==> src/verilog/proto_pkg.sv <==
// host link command and response formats
package proto_pkg;

  // field widths on the host link
  localparam int ADDR_W = 6;
  localparam int DATA_W = 32;

  // credit counters, wide enough for any sane depth
  localparam int CREDIT_W = 4;

  // register map
  localparam logic [ADDR_W-1:0] ADDR_GENERAL  = 6'h00;
  localparam logic [ADDR_W-1:0] ADDR_TX_DRIVE = 6'h09;
  localparam logic [ADDR_W-1:0] ADDR_VERSION  = 6'h3a;

  // one command from the host, 39 bits
  typedef struct packed {
    logic [ADDR_W-1:0] addr;
    logic [DATA_W-1:0] data;
    logic              resp_rqst;
  } cmd_word_t;

  // one response to the host, 40 bits
  typedef struct packed {
    logic [ADDR_W-1:0] addr;
    logic              tx_on;
    logic              run;
    logic [DATA_W-1:0] data;
  } resp_word_t;

endpackage

==> src/verilog/radio_pkg.sv <==
// radio register state
package radio_pkg;

  // drive level field, top byte of the data word
  localparam int DRIVE_W = 8;

  // version readback
  localparam logic [7:0] FW_VERSION = 8'd73;

  // state as seen outside the core, 11 bits
  //   run    general run enable
  //   ptt    push to talk from the host
  //   tx_on  keyed transmit, run & ptt & ~inhibit
  //   drive  TX drive level
  typedef struct packed {
    logic               run;
    logic               ptt;
    logic               tx_on;
    logic [DRIVE_W-1:0] drive;
  } radio_state_t;

  // width of the whole state word
  localparam int STATE_W = $bits(radio_state_t);

  // all-off value after reset
  localparam radio_state_t RADIO_STATE_IDLE = '0;

endpackage

==> src/verilog/credit_fifo.sv <==
// credit returning FWFT queue
module credit_fifo #(
  parameter type payload_t = logic [7:0],
  parameter int  DEPTH     = 4
) (
  input  logic     clk_ctrl,
  input  logic     arst_n_i,
  input  logic     push_i,
  input  payload_t data_i,
  input  logic     pop_i,
  output payload_t head_o,
  output logic     not_empty_o,
  output logic     full_o,
  output logic     credit_o
);

  localparam int PTR_W = (DEPTH > 1) ? $clog2(DEPTH) : 1;
  localparam int CNT_W = $clog2(DEPTH + 1);

  payload_t         mem [DEPTH];
  logic [PTR_W-1:0] wr_ptr;
  logic [PTR_W-1:0] rd_ptr;
  logic [CNT_W-1:0] count;
  logic             credit_q;

  // wrap at DEPTH, which need not be a power of two
  function automatic logic [PTR_W-1:0] next_ptr(input logic [PTR_W-1:0] ptr);
    return (ptr == PTR_W'(DEPTH - 1)) ? '0 : ptr + 1'b1;
  endfunction

  ////////////////////////////////////////////////////////////////////////////
  // storage

  always_ff @(posedge clk_ctrl) begin
    if (push_i) begin
      mem[wr_ptr] <= data_i;
    end
  end

  // pointers, occupancy and one credit per pop
  always_ff @(posedge clk_ctrl or negedge arst_n_i) begin
    if (!arst_n_i) begin
      wr_ptr   <= '0;
      rd_ptr   <= '0;
      count    <= '0;
      credit_q <= 1'b0;
    end else begin
      if (push_i) begin
        wr_ptr <= next_ptr(wr_ptr);
      end
      if (pop_i) begin
        rd_ptr <= next_ptr(rd_ptr);
      end
      case ({push_i, pop_i})
        2'b10:   count <= count + 1'b1;
        2'b01:   count <= count - 1'b1;
        default: count <= count;
      endcase
      credit_q <= pop_i;
    end
  end

  // head is visible the cycle after its push
  assign head_o      = mem[rd_ptr];
  assign not_empty_o = (count != '0);
  assign full_o      = (count == CNT_W'(DEPTH));
  assign credit_o    = credit_q;

  ////////////////////////////////////////////////////////////////////////////
  // checks

  // a push into a full queue means the sender spent a credit it never had
  a_no_push_full : assert property (@(posedge clk_ctrl) disable iff (!arst_n_i)
    push_i |-> !full_o)
    else $error("credit_fifo: push while full");

  a_no_pop_empty : assert property (@(posedge clk_ctrl) disable iff (!arst_n_i)
    pop_i |-> not_empty_o)
    else $error("credit_fifo: pop while empty");

endmodule

==> src/verilog/cmd_regfile.sv <==
// command decode and radio registers
module cmd_regfile (
  input  logic                    clk_ctrl,
  input  logic                    arst_n_i,
  input  proto_pkg::cmd_word_t    cmd_i,
  input  logic                    cmd_ready_i,
  input  logic                    resp_full_i,
  input  logic                    tx_inhibit_i,
  output logic                    cmd_pop_o,
  output logic                    resp_push_o,
  output proto_pkg::resp_word_t   resp_o,
  output radio_pkg::radio_state_t radio_state_o
);

  import proto_pkg::*;
  import radio_pkg::*;

  radio_state_t      state_q;
  radio_state_t      state_d;
  logic [DATA_W-1:0] rdata;

  ////////////////////////////////////////////////////////////////////////////
  // pop control

  // silent commands never wait on the response side
  assign cmd_pop_o   = cmd_ready_i & (~cmd_i.resp_rqst | ~resp_full_i);
  assign resp_push_o = cmd_pop_o & cmd_i.resp_rqst;

  ////////////////////////////////////////////////////////////////////////////
  // register update

  always_comb begin
    state_d = state_q;
    if (cmd_pop_o) begin
      case (cmd_i.addr)
        ADDR_GENERAL: begin
          state_d.run = cmd_i.data[0];
          state_d.ptt = cmd_i.data[1];
        end
        ADDR_TX_DRIVE: begin
          state_d.drive = cmd_i.data[DATA_W-1 -: DRIVE_W];
        end
        default: begin
          // version is read only, unknown addresses are ignored
          state_d = state_q;
        end
      endcase
    end
    // keying follows the inhibit input every cycle
    state_d.tx_on = state_d.run & state_d.ptt & ~tx_inhibit_i;
  end

  always_ff @(posedge clk_ctrl or negedge arst_n_i) begin
    if (!arst_n_i) begin
      state_q <= RADIO_STATE_IDLE;
    end else begin
      state_q <= state_d;
    end
  end

  assign radio_state_o = state_q;

  ////////////////////////////////////////////////////////////////////////////
  // readback

  // values after this command's write
  always_comb begin
    case (cmd_i.addr)
      ADDR_GENERAL:  rdata = DATA_W'({state_d.ptt, state_d.run});
      ADDR_TX_DRIVE: rdata = {state_d.drive, {(DATA_W - DRIVE_W){1'b0}}};
      ADDR_VERSION:  rdata = DATA_W'(FW_VERSION);
      default:       rdata = '0;
    endcase
  end

  always_comb begin
    resp_o       = '0;
    resp_o.addr  = cmd_i.addr;
    resp_o.tx_on = state_d.tx_on;
    resp_o.run   = state_d.run;
    resp_o.data  = rdata;
  end

  ////////////////////////////////////////////////////////////////////////////
  // checks

  // the egress queue must have room for every pushed response
  a_no_push_full : assert property (@(posedge clk_ctrl) disable iff (!arst_n_i)
    resp_push_o |-> !resp_full_i)
    else $error("cmd_regfile: response push into full queue");

endmodule

==> src/verilog/resp_egress.sv <==
// response queue and credit gated sender
module resp_egress #(
  parameter int RESP_DEPTH   = 4,
  parameter int RESP_CREDITS = 2
) (
  input  logic                  clk_ctrl,
  input  logic                  arst_n_i,
  input  logic                  push_i,
  input  proto_pkg::resp_word_t resp_i,
  input  logic                  resp_credit_i,
  output logic                  full_o,
  output logic                  resp_valid_o,
  output proto_pkg::resp_word_t resp_o
);

  import proto_pkg::*;

  resp_word_t          fifo_head;
  logic                fifo_not_empty;
  logic                send;
  logic [CREDIT_W-1:0] credit_cnt;
  logic                valid_q;
  resp_word_t          resp_q;

  credit_fifo #(
    .payload_t (resp_word_t),
    .DEPTH     (RESP_DEPTH)
  ) resp_fifo_inst (
    .clk_ctrl    (clk_ctrl),
    .arst_n_i    (arst_n_i),
    .push_i      (push_i),
    .data_i      (resp_i),
    .pop_i       (send),
    .head_o      (fifo_head),
    .not_empty_o (fifo_not_empty),
    .full_o      (full_o),
    .credit_o    ()
  );

  // head leaves as soon as a credit is held
  assign send = fifo_not_empty & (credit_cnt != '0);

  // send and grant may land in the same cycle
  always_ff @(posedge clk_ctrl or negedge arst_n_i) begin
    if (!arst_n_i) begin
      credit_cnt <= CREDIT_W'(RESP_CREDITS);
      valid_q    <= 1'b0;
    end else begin
      case ({send, resp_credit_i})
        2'b10:   credit_cnt <= credit_cnt - 1'b1;
        2'b01:   credit_cnt <= credit_cnt + 1'b1;
        default: credit_cnt <= credit_cnt;
      endcase
      valid_q <= send;
    end
  end

  // outgoing word
  always_ff @(posedge clk_ctrl) begin
    if (send) begin
      resp_q <= fifo_head;
    end
  end

  assign resp_valid_o = valid_q;
  assign resp_o       = resp_q;

  // host grants more than were ever spent
  a_credit_max : assert property (@(posedge clk_ctrl) disable iff (!arst_n_i)
    credit_cnt <= CREDIT_W'(RESP_CREDITS))
    else $error("resp_egress: credit count above initial grant");

  a_send_credit : assert property (@(posedge clk_ctrl) disable iff (!arst_n_i)
    resp_valid_o |-> $past(credit_cnt) != '0)
    else $error("resp_egress: response sent without a credit");

endmodule

==> src/verilog/ctrl_core_top.sv <==
// control command core top level
module ctrl_core_top #(
  parameter int CMD_DEPTH    = 4,
  parameter int RESP_DEPTH   = 4,
  parameter int RESP_CREDITS = 2
) (
  input  logic                    clk_ctrl,
  input  logic                    arst_n_i,
  input  logic                    cmd_valid_i,
  input  proto_pkg::cmd_word_t    cmd_i,
  input  logic                    resp_credit_i,
  input  logic                    tx_inhibit_i,
  output logic                    cmd_credit_o,
  output logic                    resp_valid_o,
  output proto_pkg::resp_word_t   resp_o,
  output radio_pkg::radio_state_t radio_state_o
);

  import proto_pkg::*;

  cmd_word_t  cmd_head;
  logic       cmd_not_empty;
  logic       cmd_pop;
  logic       resp_push;
  resp_word_t resp_word;
  logic       resp_full;

  // initial grant has to fit the egress counter
  if (RESP_CREDITS > (1 << CREDIT_W) - 1) begin : g_credit_check
    $error("ctrl_core_top: RESP_CREDITS does not fit CREDIT_W");
  end

  ////////////////////////////////////////////////////////////////////////////
  // input side, host keeps CMD_DEPTH credits

  credit_fifo #(
    .payload_t (cmd_word_t),
    .DEPTH     (CMD_DEPTH)
  ) cmd_fifo_inst (
    .clk_ctrl    (clk_ctrl),
    .arst_n_i    (arst_n_i),
    .push_i      (cmd_valid_i),
    .data_i      (cmd_i),
    .pop_i       (cmd_pop),
    .head_o      (cmd_head),
    .not_empty_o (cmd_not_empty),
    .full_o      (),
    .credit_o    (cmd_credit_o)
  );

  cmd_regfile cmd_regfile_inst (
    .clk_ctrl      (clk_ctrl),
    .arst_n_i      (arst_n_i),
    .cmd_i         (cmd_head),
    .cmd_ready_i   (cmd_not_empty),
    .resp_full_i   (resp_full),
    .tx_inhibit_i  (tx_inhibit_i),
    .cmd_pop_o     (cmd_pop),
    .resp_push_o   (resp_push),
    .resp_o        (resp_word),
    .radio_state_o (radio_state_o)
  );

  ////////////////////////////////////////////////////////////////////////////
  // output side

  resp_egress #(
    .RESP_DEPTH   (RESP_DEPTH),
    .RESP_CREDITS (RESP_CREDITS)
  ) resp_egress_inst (
    .clk_ctrl      (clk_ctrl),
    .arst_n_i      (arst_n_i),
    .push_i        (resp_push),
    .resp_i        (resp_word),
    .resp_credit_i (resp_credit_i),
    .full_o        (resp_full),
    .resp_valid_o  (resp_valid_o),
    .resp_o        (resp_o)
  );

endmodule

==> config.mk <==
export PLATFORM = sky130hd
export DESIGN_NAME = ctrl_core_top
export DESIGN_NICKNAME = d
export VERILOG_FILES = /design/src/verilog/proto_pkg.sv /design/src/verilog/radio_pkg.sv /design/src/verilog/credit_fifo.sv /design/src/verilog/cmd_regfile.sv /design/src/verilog/resp_egress.sv /design/src/verilog/ctrl_core_top.sv
export SDC_FILE = /design/constraint.sdc
export NUM_CORES = 1
export LEC_CHECK = 0
export BUFFER_PORTS_ARGS = -buffer_cell sky130_fd_sc_hd__buf_4
export CAP_MARGIN = 20
export CORE_MARGIN = 2
export CORE_UTILIZATION = 35
export DETAILED_ROUTE_END_ITERATION = 16
export SLEW_MARGIN = 15
export SYNTH_ARGS = -nofsm -noshare
export SYNTH_HDL_FRONTEND = slang
export SYNTH_SLANG_ARGS = --single-unit
==> constraint.sdc <==
create_clock -name clk_ctrl -period 4.4 [get_ports clk_ctrl]
set_clock_uncertainty 0.05 [all_clocks]
set_input_delay 0.22 -clock clk_ctrl [delete_from_list [all_inputs] [get_ports clk_ctrl]]
set_output_delay 0.22 -clock clk_ctrl [all_outputs]
set_load 0.02 [all_outputs]
After elaboration in Yosys (flattened, before gate mapping). Memory sizes are Yosys's and may differ from the RTL's. A register that Yosys moved wholly into a read port is not among the register bits. Index checks and enable logic that the tools add are counted.

Memories: 2. Output and inout bits: 53. Bits in writable memories: 316. Bits in registers: 31. Bits of input ports: 44. Logic and storage cells: 69.

Memory list: resp_egress_inst.resp_fifo_inst.mem (depth 4, bits a word 40, read ports 1, clocked after memory_dff 1, write ports 1, line credit_fifo.sv:20) `payload_t mem [DEPTH];`; cmd_fifo_inst.mem (depth 4, bits a word 39, read ports 1, clocked after memory_dff 0, write ports 1, line credit_fifo.sv:20).

Equal/unequal tests: 13. Reduce and logical (&&, ||, !) cells: 7. Add/sub/neg operators: 10. Muxes and demuxes: 15. Bitwise logic cells: 9.

Operators with widths (number): 32-bit one-hot mux with 3 select lines (1); 2-bit == test, second input constant (7); 3-bit one-hot mux with 2 select lines (2); 11-bit two-way mux (1); 2-bit two-way mux (5); 2-bit by 1-bit adder with 2-bit output, second input constant (4); 8-bit two-way mux (1); 4-bit one-hot mux with 2 select lines (1); 3-bit by 1-bit adder with 3-bit output, second input constant (2); 2-bit by 1-bit == test with 1-bit output, second input constant (3); 6-bit by 4-bit == test with 1-bit output, second input constant (1); 6-bit == test, second input constant (1); 6-bit logical NOT (1); 2-bit nonzero test (3); 3-bit nonzero test (2); 3-bit by 1-bit subtractor with 3-bit output, second input constant (2); 1-bit AND (5); 4-bit by 1-bit adder with 4-bit output, second input constant (1); 1-bit two-way mux (4); 4-bit nonzero test (1); 4-bit by 1-bit subtractor with 4-bit output, second input constant (1); 3-bit == test, second input constant (1); 1-bit inverter (3); 1-bit bitwise OR (1).

Logic depth before layout (Yosys ltp). Gate-level depths: netlist (run 1).

Depth in word-level cells: 7. Gate-level depth with buffers: 12. Depth with buffers taken out: 11.

Cells and area by module. A second synthesis (run 1) with hierarchy kept.

Cell total of the unflattened synthesis: 659. Area, all modules: 14829.2 um^2.

By module, submodules not included: credit_fifo (resp_egress_inst.resp_fifo_inst) (times used 1, cells each 250, area each 6268.5 um^2, seq. area each 5004.8 um^2); credit_fifo (cmd_fifo_inst) (times used 1, cells each 240, area each 6110.9 um^2, seq. area each 4884.7 um^2); resp_egress (times used 1, cells each 71, area each 1544.0 um^2, seq. area each 1327.5 um^2); cmd_regfile (times used 1, cells each 98, area each 905.9 um^2, seq. area each 275.3 um^2).

Least setup slack after synthesis (run 1). No wires, ideal clock.

Kind: register to register. Start: register resp_egress_inst.credit_cnt[1]. End: register resp_egress_inst.credit_cnt[3]. Library setup time: 125 ps. Buffers on the path: 0. Data required time: 4225 ps. Cell stages (with the launch flop): 12. Path slack: 1313 ps. Data arrival time: 2911 ps. Period minus slack after synthesis: 3087 ps. Cell sequence: dfstp_2 nor4_1 nor2_1 inv_1 ha_1 inv_1 ha_1 a21o_1 a21oi_1 xnor2_1 nor2_1 xor2_1.

Longest elaborated chain between the ends: 4. Elaborated cells between the ends (all ways): 8. Classes of those cells: add/sub (2); eq/ne (2); mux (1); bitwise (1); reduce/logical (2).

Ends and longest elaborated chain: start: declaration (line resp_egress.sv:21) `logic [CREDIT_W-1:0] credit_cnt;`; start signal: assignment (line resp_egress.sv:46) `credit_cnt <= CREDIT_W'(RESP_CREDITS);`; start signal: assignment (line resp_egress.sv:50) `2'b10: credit_cnt <= credit_cnt - 1'b1;`; start signal: assignment (line resp_egress.sv:51) `2'b01: credit_cnt <= credit_cnt + 1'b1;`; 4-bit nonzero test * (line resp_egress.sv:41) `assign send = fifo_not_empty & (credit_cnt != '0);`; 1-bit AND * (line resp_egress.sv:41); named net resp_egress_inst.resp_fifo_inst.pop_i (line credit_fifo.sv:10) `input logic pop_i,`; 2-bit by 1-bit == test with 1-bit output / 2-bit == test (equally long branches) (line resp_egress.sv:49) `case ({send, resp_credit_i})`; 4-bit one-hot mux with 2 select lines / 2-bit nonzero test (equally long branches).

Mark *: on every way through the listed nets, which the timed path passes. The rest lies on a longest branch. A chain may end at the register's enable or synchronous reset.

Worst setup path in the final report (run 1).
Start: register cmd_fifo_inst.rd_ptr[0]. End: register resp_egress_inst.resp_fifo_inst.count[2].

Longest elaborated chain between the ends: 7. Elaborated cells between the ends (all ways): 9. Classes of those cells: eq/ne (2); mux (1); bitwise (4); reduce/logical (1); memory (1).

Ends and longest elaborated chain: start: declaration (line credit_fifo.sv:22) `logic [PTR_W-1:0] rd_ptr;`; start signal: assignment (line credit_fifo.sv:52) `rd_ptr <= next_ptr(rd_ptr);`; memory 4 x 39 bit *; 1-bit inverter (line cmd_regfile.sv:26) `assign cmd_pop_o = cmd_ready_i & (~cmd_i.resp_rqst | ~resp_full_i);`; 1-bit bitwise OR (line cmd_regfile.sv:26); 1-bit AND (line cmd_regfile.sv:26); 1-bit AND * (line cmd_regfile.sv:27) `assign resp_push_o = cmd_pop_o & cmd_i.resp_rqst;`; 2-bit by 1-bit == test with 1-bit output / 2-bit == test (equally long branches) (line credit_fifo.sv:54) `case ({push_i, pop_i})`; 3-bit one-hot mux with 2 select lines / 2-bit nonzero test (equally long branches); end signal: assignment (line credit_fifo.sv:55) `2'b10: count <= count + 1'b1;`; end signal: assignment (line credit_fifo.sv:56) `2'b01: count <= count - 1'b1;`; end signal: assignment (line credit_fifo.sv:57) `default: count <= count;`; end: declaration (line credit_fifo.sv:23) `logic [CNT_W-1:0] count;`.

Every way passes the cells marked *; elsewhere a longest branch is shown, timed or not.

==> qor.yml, run 1 <==
status: "complete, no violations"
synth_flop_cell: "edfxtp_1"
critPathBufInv: 2
ir_drop_uv: 286
seqCellArea_um2: 5670
cts.htree.levels: 4
dr_total_vias: 3570
rsz0062_at_grt: "no"
cts_hold_buf: 19
power.density_nw_per_um2: 716
drt_iter0_drc: 162
drv_cap: 0
p_int_w: 0.00451
nets: 540
synth_top_area_share_pct: 63.0
yosys_warnings: 0
min_period_over_period_pct: 68.3
cp_slowest_cell: "a211oi_1"
cts.clk_slew.worst_paths_ns: 0.07
wl_per_cell_um: 16.9
routed_via_density: 4.63
swShare_pct: 31.6
post-cts-setup-buffers: 0
synth_area_leader_cell: "edfxtp_1"
syn_area_per_cell_um2: 20.0
power.total_w: 0.00660
start_util_pct: 35.6
critPathArrivalTime_ns: 3.27
cts_buffer_depth: 2
drv_slew: 0
io_buffers: 54
postSynth.asyncResetShare_pct: 16.0
finalHoldViolations: 0
first_pass_iters: 4
fillers: 1912
grt_pass1_wl_um: 20600
numCtsBuffers: 17
crit_family: "compound AO/OA/AOI/OAI gates"
p_clk_share_pct: 22.6
ys_ff_latch: 194
crit_path_max_fanout: 10
timing.setup.tns_ns: 0
tightest_slew_ns: 0.927
tritoncts: "done"
max_freq_mhz: 333
syn_to_final_growth_pct: 18.7
p_leak_nw: 3.48
cpPeakStageDelay_ns: 0.71
row_count: 54
grt_max_degree: 32
setup_viol: 0
crit_path_cell_trace: "mux2_2, a211oi_1, inv_1, ha_1, inv_1, fa_1, xor2_1, nor2_1, xor2_1"
ys_seq_area_share_pct: 73.0
endpoint_kind: "register"
antenna_found_initial: 0
die_x_um: 153
drtAntennaViolNets: 0
worstPathRequired_ns: 4.66
multi_input_area_um2: 1900
synthCells: 389
layout_common_cells: "edfxtp_1, buf_4, mux4_2"
cts_root_buf: "clkbuf_16"
cts-resized-gates: 0
seqPwrFrac_pct: 44.6
relSlewSlack_pct: 38.2
p_switching_w: 0.00209
drive_gt1_share_pct: 29.9
antenna_cells: 0
final_common_cell: "edfxtp_1"
io-pin-count: 97
grt_pass1_vias: 3756
start_kind: "register"
fp.dieArea_um2: 23400
crit_type: "reg -> reg"
grtUsageTotal_pct: 11.8
hold_path_class: "in -> reg"
syn-cell-area_um2: 7760
coreArea_um2: 21800
hpwlAfterDp_um: 8580
yosys.cell_types.count: 40
synth.top_cells.by_area: "edfxtp_1, dfrtp_1, mux4_2, ha_1, buf_4"
grt_overflow: 0
gp_routability_congestion: 0.702
die_y_um: 153
routed_wirelength_um: 13100
fin_crit_ns: 3.01
drc: 0
combPwrFrac_pct: 32.8
cts_sinks: 194
clkLatencyLatePin_ns: 0.43
synth_edf_count: 163
[final cells by class]
class	instances	area share, %
clock buffer	20	4.85
clock inverter	12	1.40
inverter	16	0.652
multi-input combinational	168	20.7
sequential	194	61.5
tap	280	3.80
timing repair buffer	81	7.11
[synthesized netlist by cell type (2+ instances only)]
cell / number
xor2_1: 5
inv_1: 15
and2_1: 8
o21ai_0: 5
xnor2_1: 5
mux2_4: 10
mux2i_1: 14
buf_2: 3
fa_1: 3
nand2_1: 6
nor3_1: 4
mux4_1: 3
buf_1: 3
ha_1: 15
nor2_1: 17
mux2_2: 6
buf_4: 21
dfrtp_1: 30
mux4_2: 32
clkbuf_1: 2
edfxtp_1: 163
[cell families after synthesis]
kind of cell             count (synthesis)  share of synthesized area (%)
multiplexers                            65                           14.9
AO/OA/AOI/OAI                           12                           1.10
flip-flops                             194                           73.0
other                                    1                         0.0483
buffers and inverters                   46                           3.38
XOR/XNOR                                10                           1.13
AND/OR/NAND/NOR                         43                           3.21
adder cells (fa/ha/maj)                 18                           3.19
[per-stage QoR]
stage / instance area, µm² / hold slack [ns] / setup WS (ns) / util (%) / cells
2_1_floorplan: 7840 / -0.126 / 1.31 / - / 408
3_3_place_gp: 8450 / 0.133 / 1.55 / 38.7 / 720
3_5_place_dp: 8450 / 0.142 / 1.40 / 38.7 / 720
4_1_cts: 9220 / 0.151 / 1.37 / 42.2 / 771
5_1_grt: 9220 / 0.178 / 1.19 / 42.2 / 771
6_report: 9220 / 0.167 / 1.39 / 42.2 / 771
[final timing paths]
check | startpoint | endpoint | slack [ns] | cells after the start
max | cmd_fifo_inst.rd_ptr[0] | resp_egress_inst.resp_fifo_inst.count[2] | 1.39 | 9
min | resp_credit_i | resp_egress_inst.credit_cnt[0] | 0.17 | 3
max reg2reg | cmd_fifo_inst.rd_ptr[0] | resp_egress_inst.resp_fifo_inst.count[2] | 1.39 | 9
min reg2reg | cmd_fifo_inst.count[2] | cmd_fifo_inst.count[2] | 0.42 | 1
max in group asynchronous | arst_n_i | resp_egress_inst.credit_cnt[1] | 3.74 | 2
min in group asynchronous | arst_n_i | cmd_fifo_inst.wr_ptr[0] | 0.22 | 2
[worst reg2reg max path, stage by stage (launching register included)]
cell and delay [ns]:
dfrtp_1 0.69, mux2_2 0.45, a211oi_1 0.71, inv_1 0.11, ha_1 0.27, inv_1 0.08, fa_1 0.18, xor2_1 0.15
nor2_1 0.06, xor2_1 0.14
[sequential cells by signal (all words and copies together), names as in the netlist, 3 cells and up]
name / count
resp_egress_inst.resp_o: 19
cmd_fifo_inst.count: 3
resp_egress_inst.resp_fifo_inst.count: 3
cmd_fifo_inst.mem: 68
resp_egress_inst.credit_cnt: 4
cmd_regfile_inst.radio_state_o: 11
resp_egress_inst.resp_fifo_inst.mem: 76
[power groups by stage]
stage | logic, W | clock network, W | registers [W]
5_1_grt | 0.00237 | 0.00160 | 0.00301
3_3_place_gp | 0.00212 | 0 | 0.00296
2_1_floorplan | 0.00144 | 0 | 0.00303
4_1_cts | 0.00222 | 0.00153 | 0.00296
6_report | 0.00217 | 0.00149 | 0.00295
3_5_place_dp | 0.00220 | 0 | 0.00300
[per-layer routing]
metal	part of all wire (%)	routed length [µm]	up-vias	global-route usage [%]
met5	0	0	-	0
met4	3.0	388	0	5.82
met3	3.5	452	26	2.86
met2	52	6750	81	19.9
met1	42	5470	1824	14.2
li1	-	-	1639	-
(Power assumes the default switching activity.)
==> run 2, diff against run 1 <==
Settings changed: ABC_AREA set to 1.
Clock period 4.4 ns to 2.65 ns, I/O delays scaled along.
==> qor.yml, run 2 <==
start_kind: "register"  # unchanged
cts.clk_slew.worst_paths_ns: 0.07  # about the same
synth.top_cells.by_area: "edfxtp_1, dfrtp_1, nand2_1, o21ai_0, nor2_1"  # was edfxtp_1, dfrtp_1, mux4_2, ha_1, buf_4
max_freq_mhz: 412  # was 333 MHz
grt_max_degree: 40  # was 32
timing.setup.tns_ns: 0  # unchanged
fillers: 2070  # was 1912
cts-resized-gates: 0  # unchanged
cts_sinks: 194  # unchanged
power.total_w: 0.0117  # was 0.00660 W
synth_edf_count: 163  # unchanged
min_period_over_period_pct: 91.6  # was 68.3%
first_pass_iters: 4  # unchanged
tightest_slew_ns: 0.797  # was 0.927 ns
grt_overflow: 0  # unchanged
setup_viol: 0  # unchanged
layout_common_cells: "edfxtp_1, nand2_1, buf_4"  # was edfxtp_1, buf_4, mux4_2
crit_path_max_fanout: 4  # was 10
whs_path_depth: 3  # unchanged
ys_seq_area_share_pct: 71.1  # was 73.0%
post-route-util_pct: 42.2  # about the same
dr_total_vias: 4692  # was 3570
cpPeakStageDelay_ns: 0.52  # was 0.71 ns
drtAntennaViolNets: 0  # unchanged
coreArea_um2: 22500  # was 21800 µm²
yosys_warnings: 0  # unchanged
fin_crit_ns: 2.43  # was 3.01 ns
largest_reg_flops: 76  # unchanged
cp_slowest_cell: "or4_1"  # was a211oi_1
reg2reg_depth: 11  # was 9
synth_common_cells: "edfxtp_1, nand2_1, nor2_1, inv_1, o21ai_0"  # was edfxtp_1, mux4_2, dfrtp_1, buf_4, nor2_1
regMostFlops: "resp_egress_inst.resp_fifo_inst.mem"  # unchanged
yosys.cell_types.count: 35  # was 40
crit_path_cell_trace: "or4_1, nand2_1, ha_1, inv_1, ha_1, a21o_1, a21oi_1, nor2_1, nor2_1, nand2_1, xnor2_1"  # was mux2_2, a211oi_1, inv_1, ha_1, inv_1, fa_1, xor2_1, nor2_1, xor2_1
worstPathRequired_ns: 2.92  # was 4.66 ns
dp_cells: 966  # was 720
stdcell_count: 1017  # was 771
routed_via_density: 4.61  # was 4.63
r2r_slack_ns: 0.22  # was 1.39 ns
syn_area_per_cell_um2: 12.7  # was 20.0 µm²
io_buffers: 54  # unchanged
relSlewSlack_pct: 46.8  # was 38.2%
cts_buffer_depth: 2  # unchanged
tritoncts: "done"  # unchanged
ir_drop_uv: 675  # was 286 µV
syn_to_final_growth_pct: 19.0  # was 18.7%
crit_type: "reg -> reg"  # unchanged
synth_area_leader_cell: "edfxtp_1"  # unchanged
timing.rr.end: "resp_egress_inst.credit_cnt[3]"  # was resp_egress_inst.resp_fifo_inst.count[2]
grt_pass1_vias: 4462  # was 3756
grt_pass1_wl_um: 23500  # was 20600 µm
post-cts-setup-buffers: 0  # unchanged
die_x_um: 155  # was 153 µm
fp.dieArea_um2: 24000  # was 23400 µm²
die_y_um: 155  # was 153 µm
p_leak_nw: 3.80  # was 3.48 nW
synth_flop_cell: "edfxtp_1"  # unchanged
postSynth.asyncResetShare_pct: 16.0  # unchanged
syn-cell-area_um2: 7980  # was 7760 µm²
ys_ff_latch: 194  # unchanged
final_common_cell: "edfxtp_1"  # unchanged
row_count: 55  # was 54
antenna_found_initial: 0  # unchanged
grtUsageTotal_pct: 12.9  # was 11.8%
place_ws_ns: 0.193  # was 1.40 ns
nets: 782  # was 540
drv_cap: 0  # unchanged
power.density_nw_per_um2: 1230  # was 716 nW/µm²
antenna_cells: 0  # unchanged
finalHoldViolations: 0  # unchanged
hold_path_class: "in -> reg"  # unchanged
setup_ws_ns: 0.223  # was 1.39 ns
hpwlAfterDp_um: 9260  # was 8580 µm
status: "complete, no violations"  # unchanged
drc: 0  # unchanged
drv_slew: 0  # unchanged
hold_end: "resp_egress_inst.credit_cnt[0]"  # unchanged
endpoint_kind: "register"  # unchanged
synthCells: 630  # was 389
yosysMostFrequentCell: "edfxtp_1"  # unchanged
rsz0062_at_grt: "no"  # unchanged
start_util_pct: 35.4  # was 35.6%
drt_iter0_drc: 302  # was 162
wl_per_cell_um: 14.4  # was 16.9 µm
drive_gt1_share_pct: 17.2  # was 29.9%
clkLatencyLatePin_ns: 0.43  # about the same
worstHoldStart: "resp_credit_i"  # unchanged
io-pin-count: 97  # unchanged
numCtsBuffers: 17  # unchanged
cts_root_buf: "clkbuf_16"  # unchanged
synth_top_area_share_pct: 61.4  # was 63.0%
gp_routability_congestion: 0.735  # was 0.702
cts.htree.levels: 4  # unchanged
critPathArrivalTime_ns: 2.70  # was 3.27 ns
r2r_start: "resp_egress_inst.credit_cnt[0]"  # was cmd_fifo_inst.rd_ptr[0]
routed_wirelength_um: 14700  # was 13100 µm
-- run 2: changes by cell type in the layout (fill, tap and decap cells not counted), moves of 19 or more --
cell,before,now
nand2_1,6,98
mux4_2,32,0
nand3_1,1,31
o22ai_1,0,19
inv_1,15,57
nor2_1,16,61
o21ai_0,5,51
-- run 2: how the worst max path moves through the flow --
stage	start	endpoint	cells past startpoint
2_1_floorplan	cmd_fifo_inst.rd_ptr[0]	resp_egress_inst.resp_fifo_inst.mem[0][0]	10
3_3_place_gp	resp_egress_inst.credit_cnt[0]	resp_egress_inst.credit_cnt[3]	11
3_5_place_dp	resp_egress_inst.credit_cnt[0]	resp_egress_inst.credit_cnt[3]	11
4_1_cts	resp_egress_inst.credit_cnt[0]	resp_egress_inst.credit_cnt[3]	11
5_1_grt	resp_egress_inst.credit_cnt[0]	resp_egress_inst.credit_cnt[3]	11
6_report	resp_egress_inst.credit_cnt[0]	resp_egress_inst.credit_cnt[3]	11
-- run 2: metal layers --
metal	GRT usage [%]	up-vias	share of wire (%)
li1	-	2326	-
met1	17.5	2254	48
met2	20.3	97	47
met3	3.20	15	3.6
met4	4.41	0	1.3
met5	0	-	0
-- run 2: cell families (layout without fill, tap and decap cells) --
family / after synthesis / in the layout / synth area share (%)
and+or+nand+nor: 209 / 209 / 11.6
other: 1 / 20 / 0.0470
buffers and inverters: 105 / 188 / 6.40
adders and majority gates: 18 / 18 / 3.11
muxes: 1 / 1 / 0.141
AOI/OAI and AO/OA: 95 / 95 / 6.82
DFF: 194 / 194 / 71.1
xor gates and xnor gates: 7 / 7 / 0.769
-- run 2: repair_timing --
item	in CTS	in global routing
endpoints found under the hold margin	102	0
hold buffers	20	0
endpoints found under the setup margin	0	0
-- run 2: where the power goes --
group          total [W]  internal, W  leakage (nW)  switching, W
sequential       0.00488      0.00454          1.91      0.000342
combinational    0.00425      0.00147          1.61       0.00278
clock            0.00256      0.00148         0.285       0.00108
-- run 2: area by class of cell --
cell class	instances	area (µm²)	share of cell area, %
sequential	194	5670	59.8
multi-input combinational	350	1870	19.7
timing repair buffer	97	778	8.20
clock buffer	18	429	4.52
tap	285	357	3.76
inverter	60	228	2.40
clock inverter	13	161	1.70
-- run 2: per-stage QoR --
stage          area, µm²  hold WS [ns]
2_1_floorplan       8050        -0.213
3_3_place_gp        8700        0.0575
5_1_grt             9490         0.128
6_report            9490        0.0822
4_1_cts             9490        0.0794
3_5_place_dp        8700        0.0618
-- run 2: critical path: cells and delay by family (launching register included) --
kind	cells	cell delay [ns]
and+or+nand+nor	5	0.83
adders and majority gates	2	0.46
DFF	1	0.43
AOI/OAI and AO/OA	2	0.35
xor gates and xnor gates	1	0.12
buffers and inverters	1	0.09
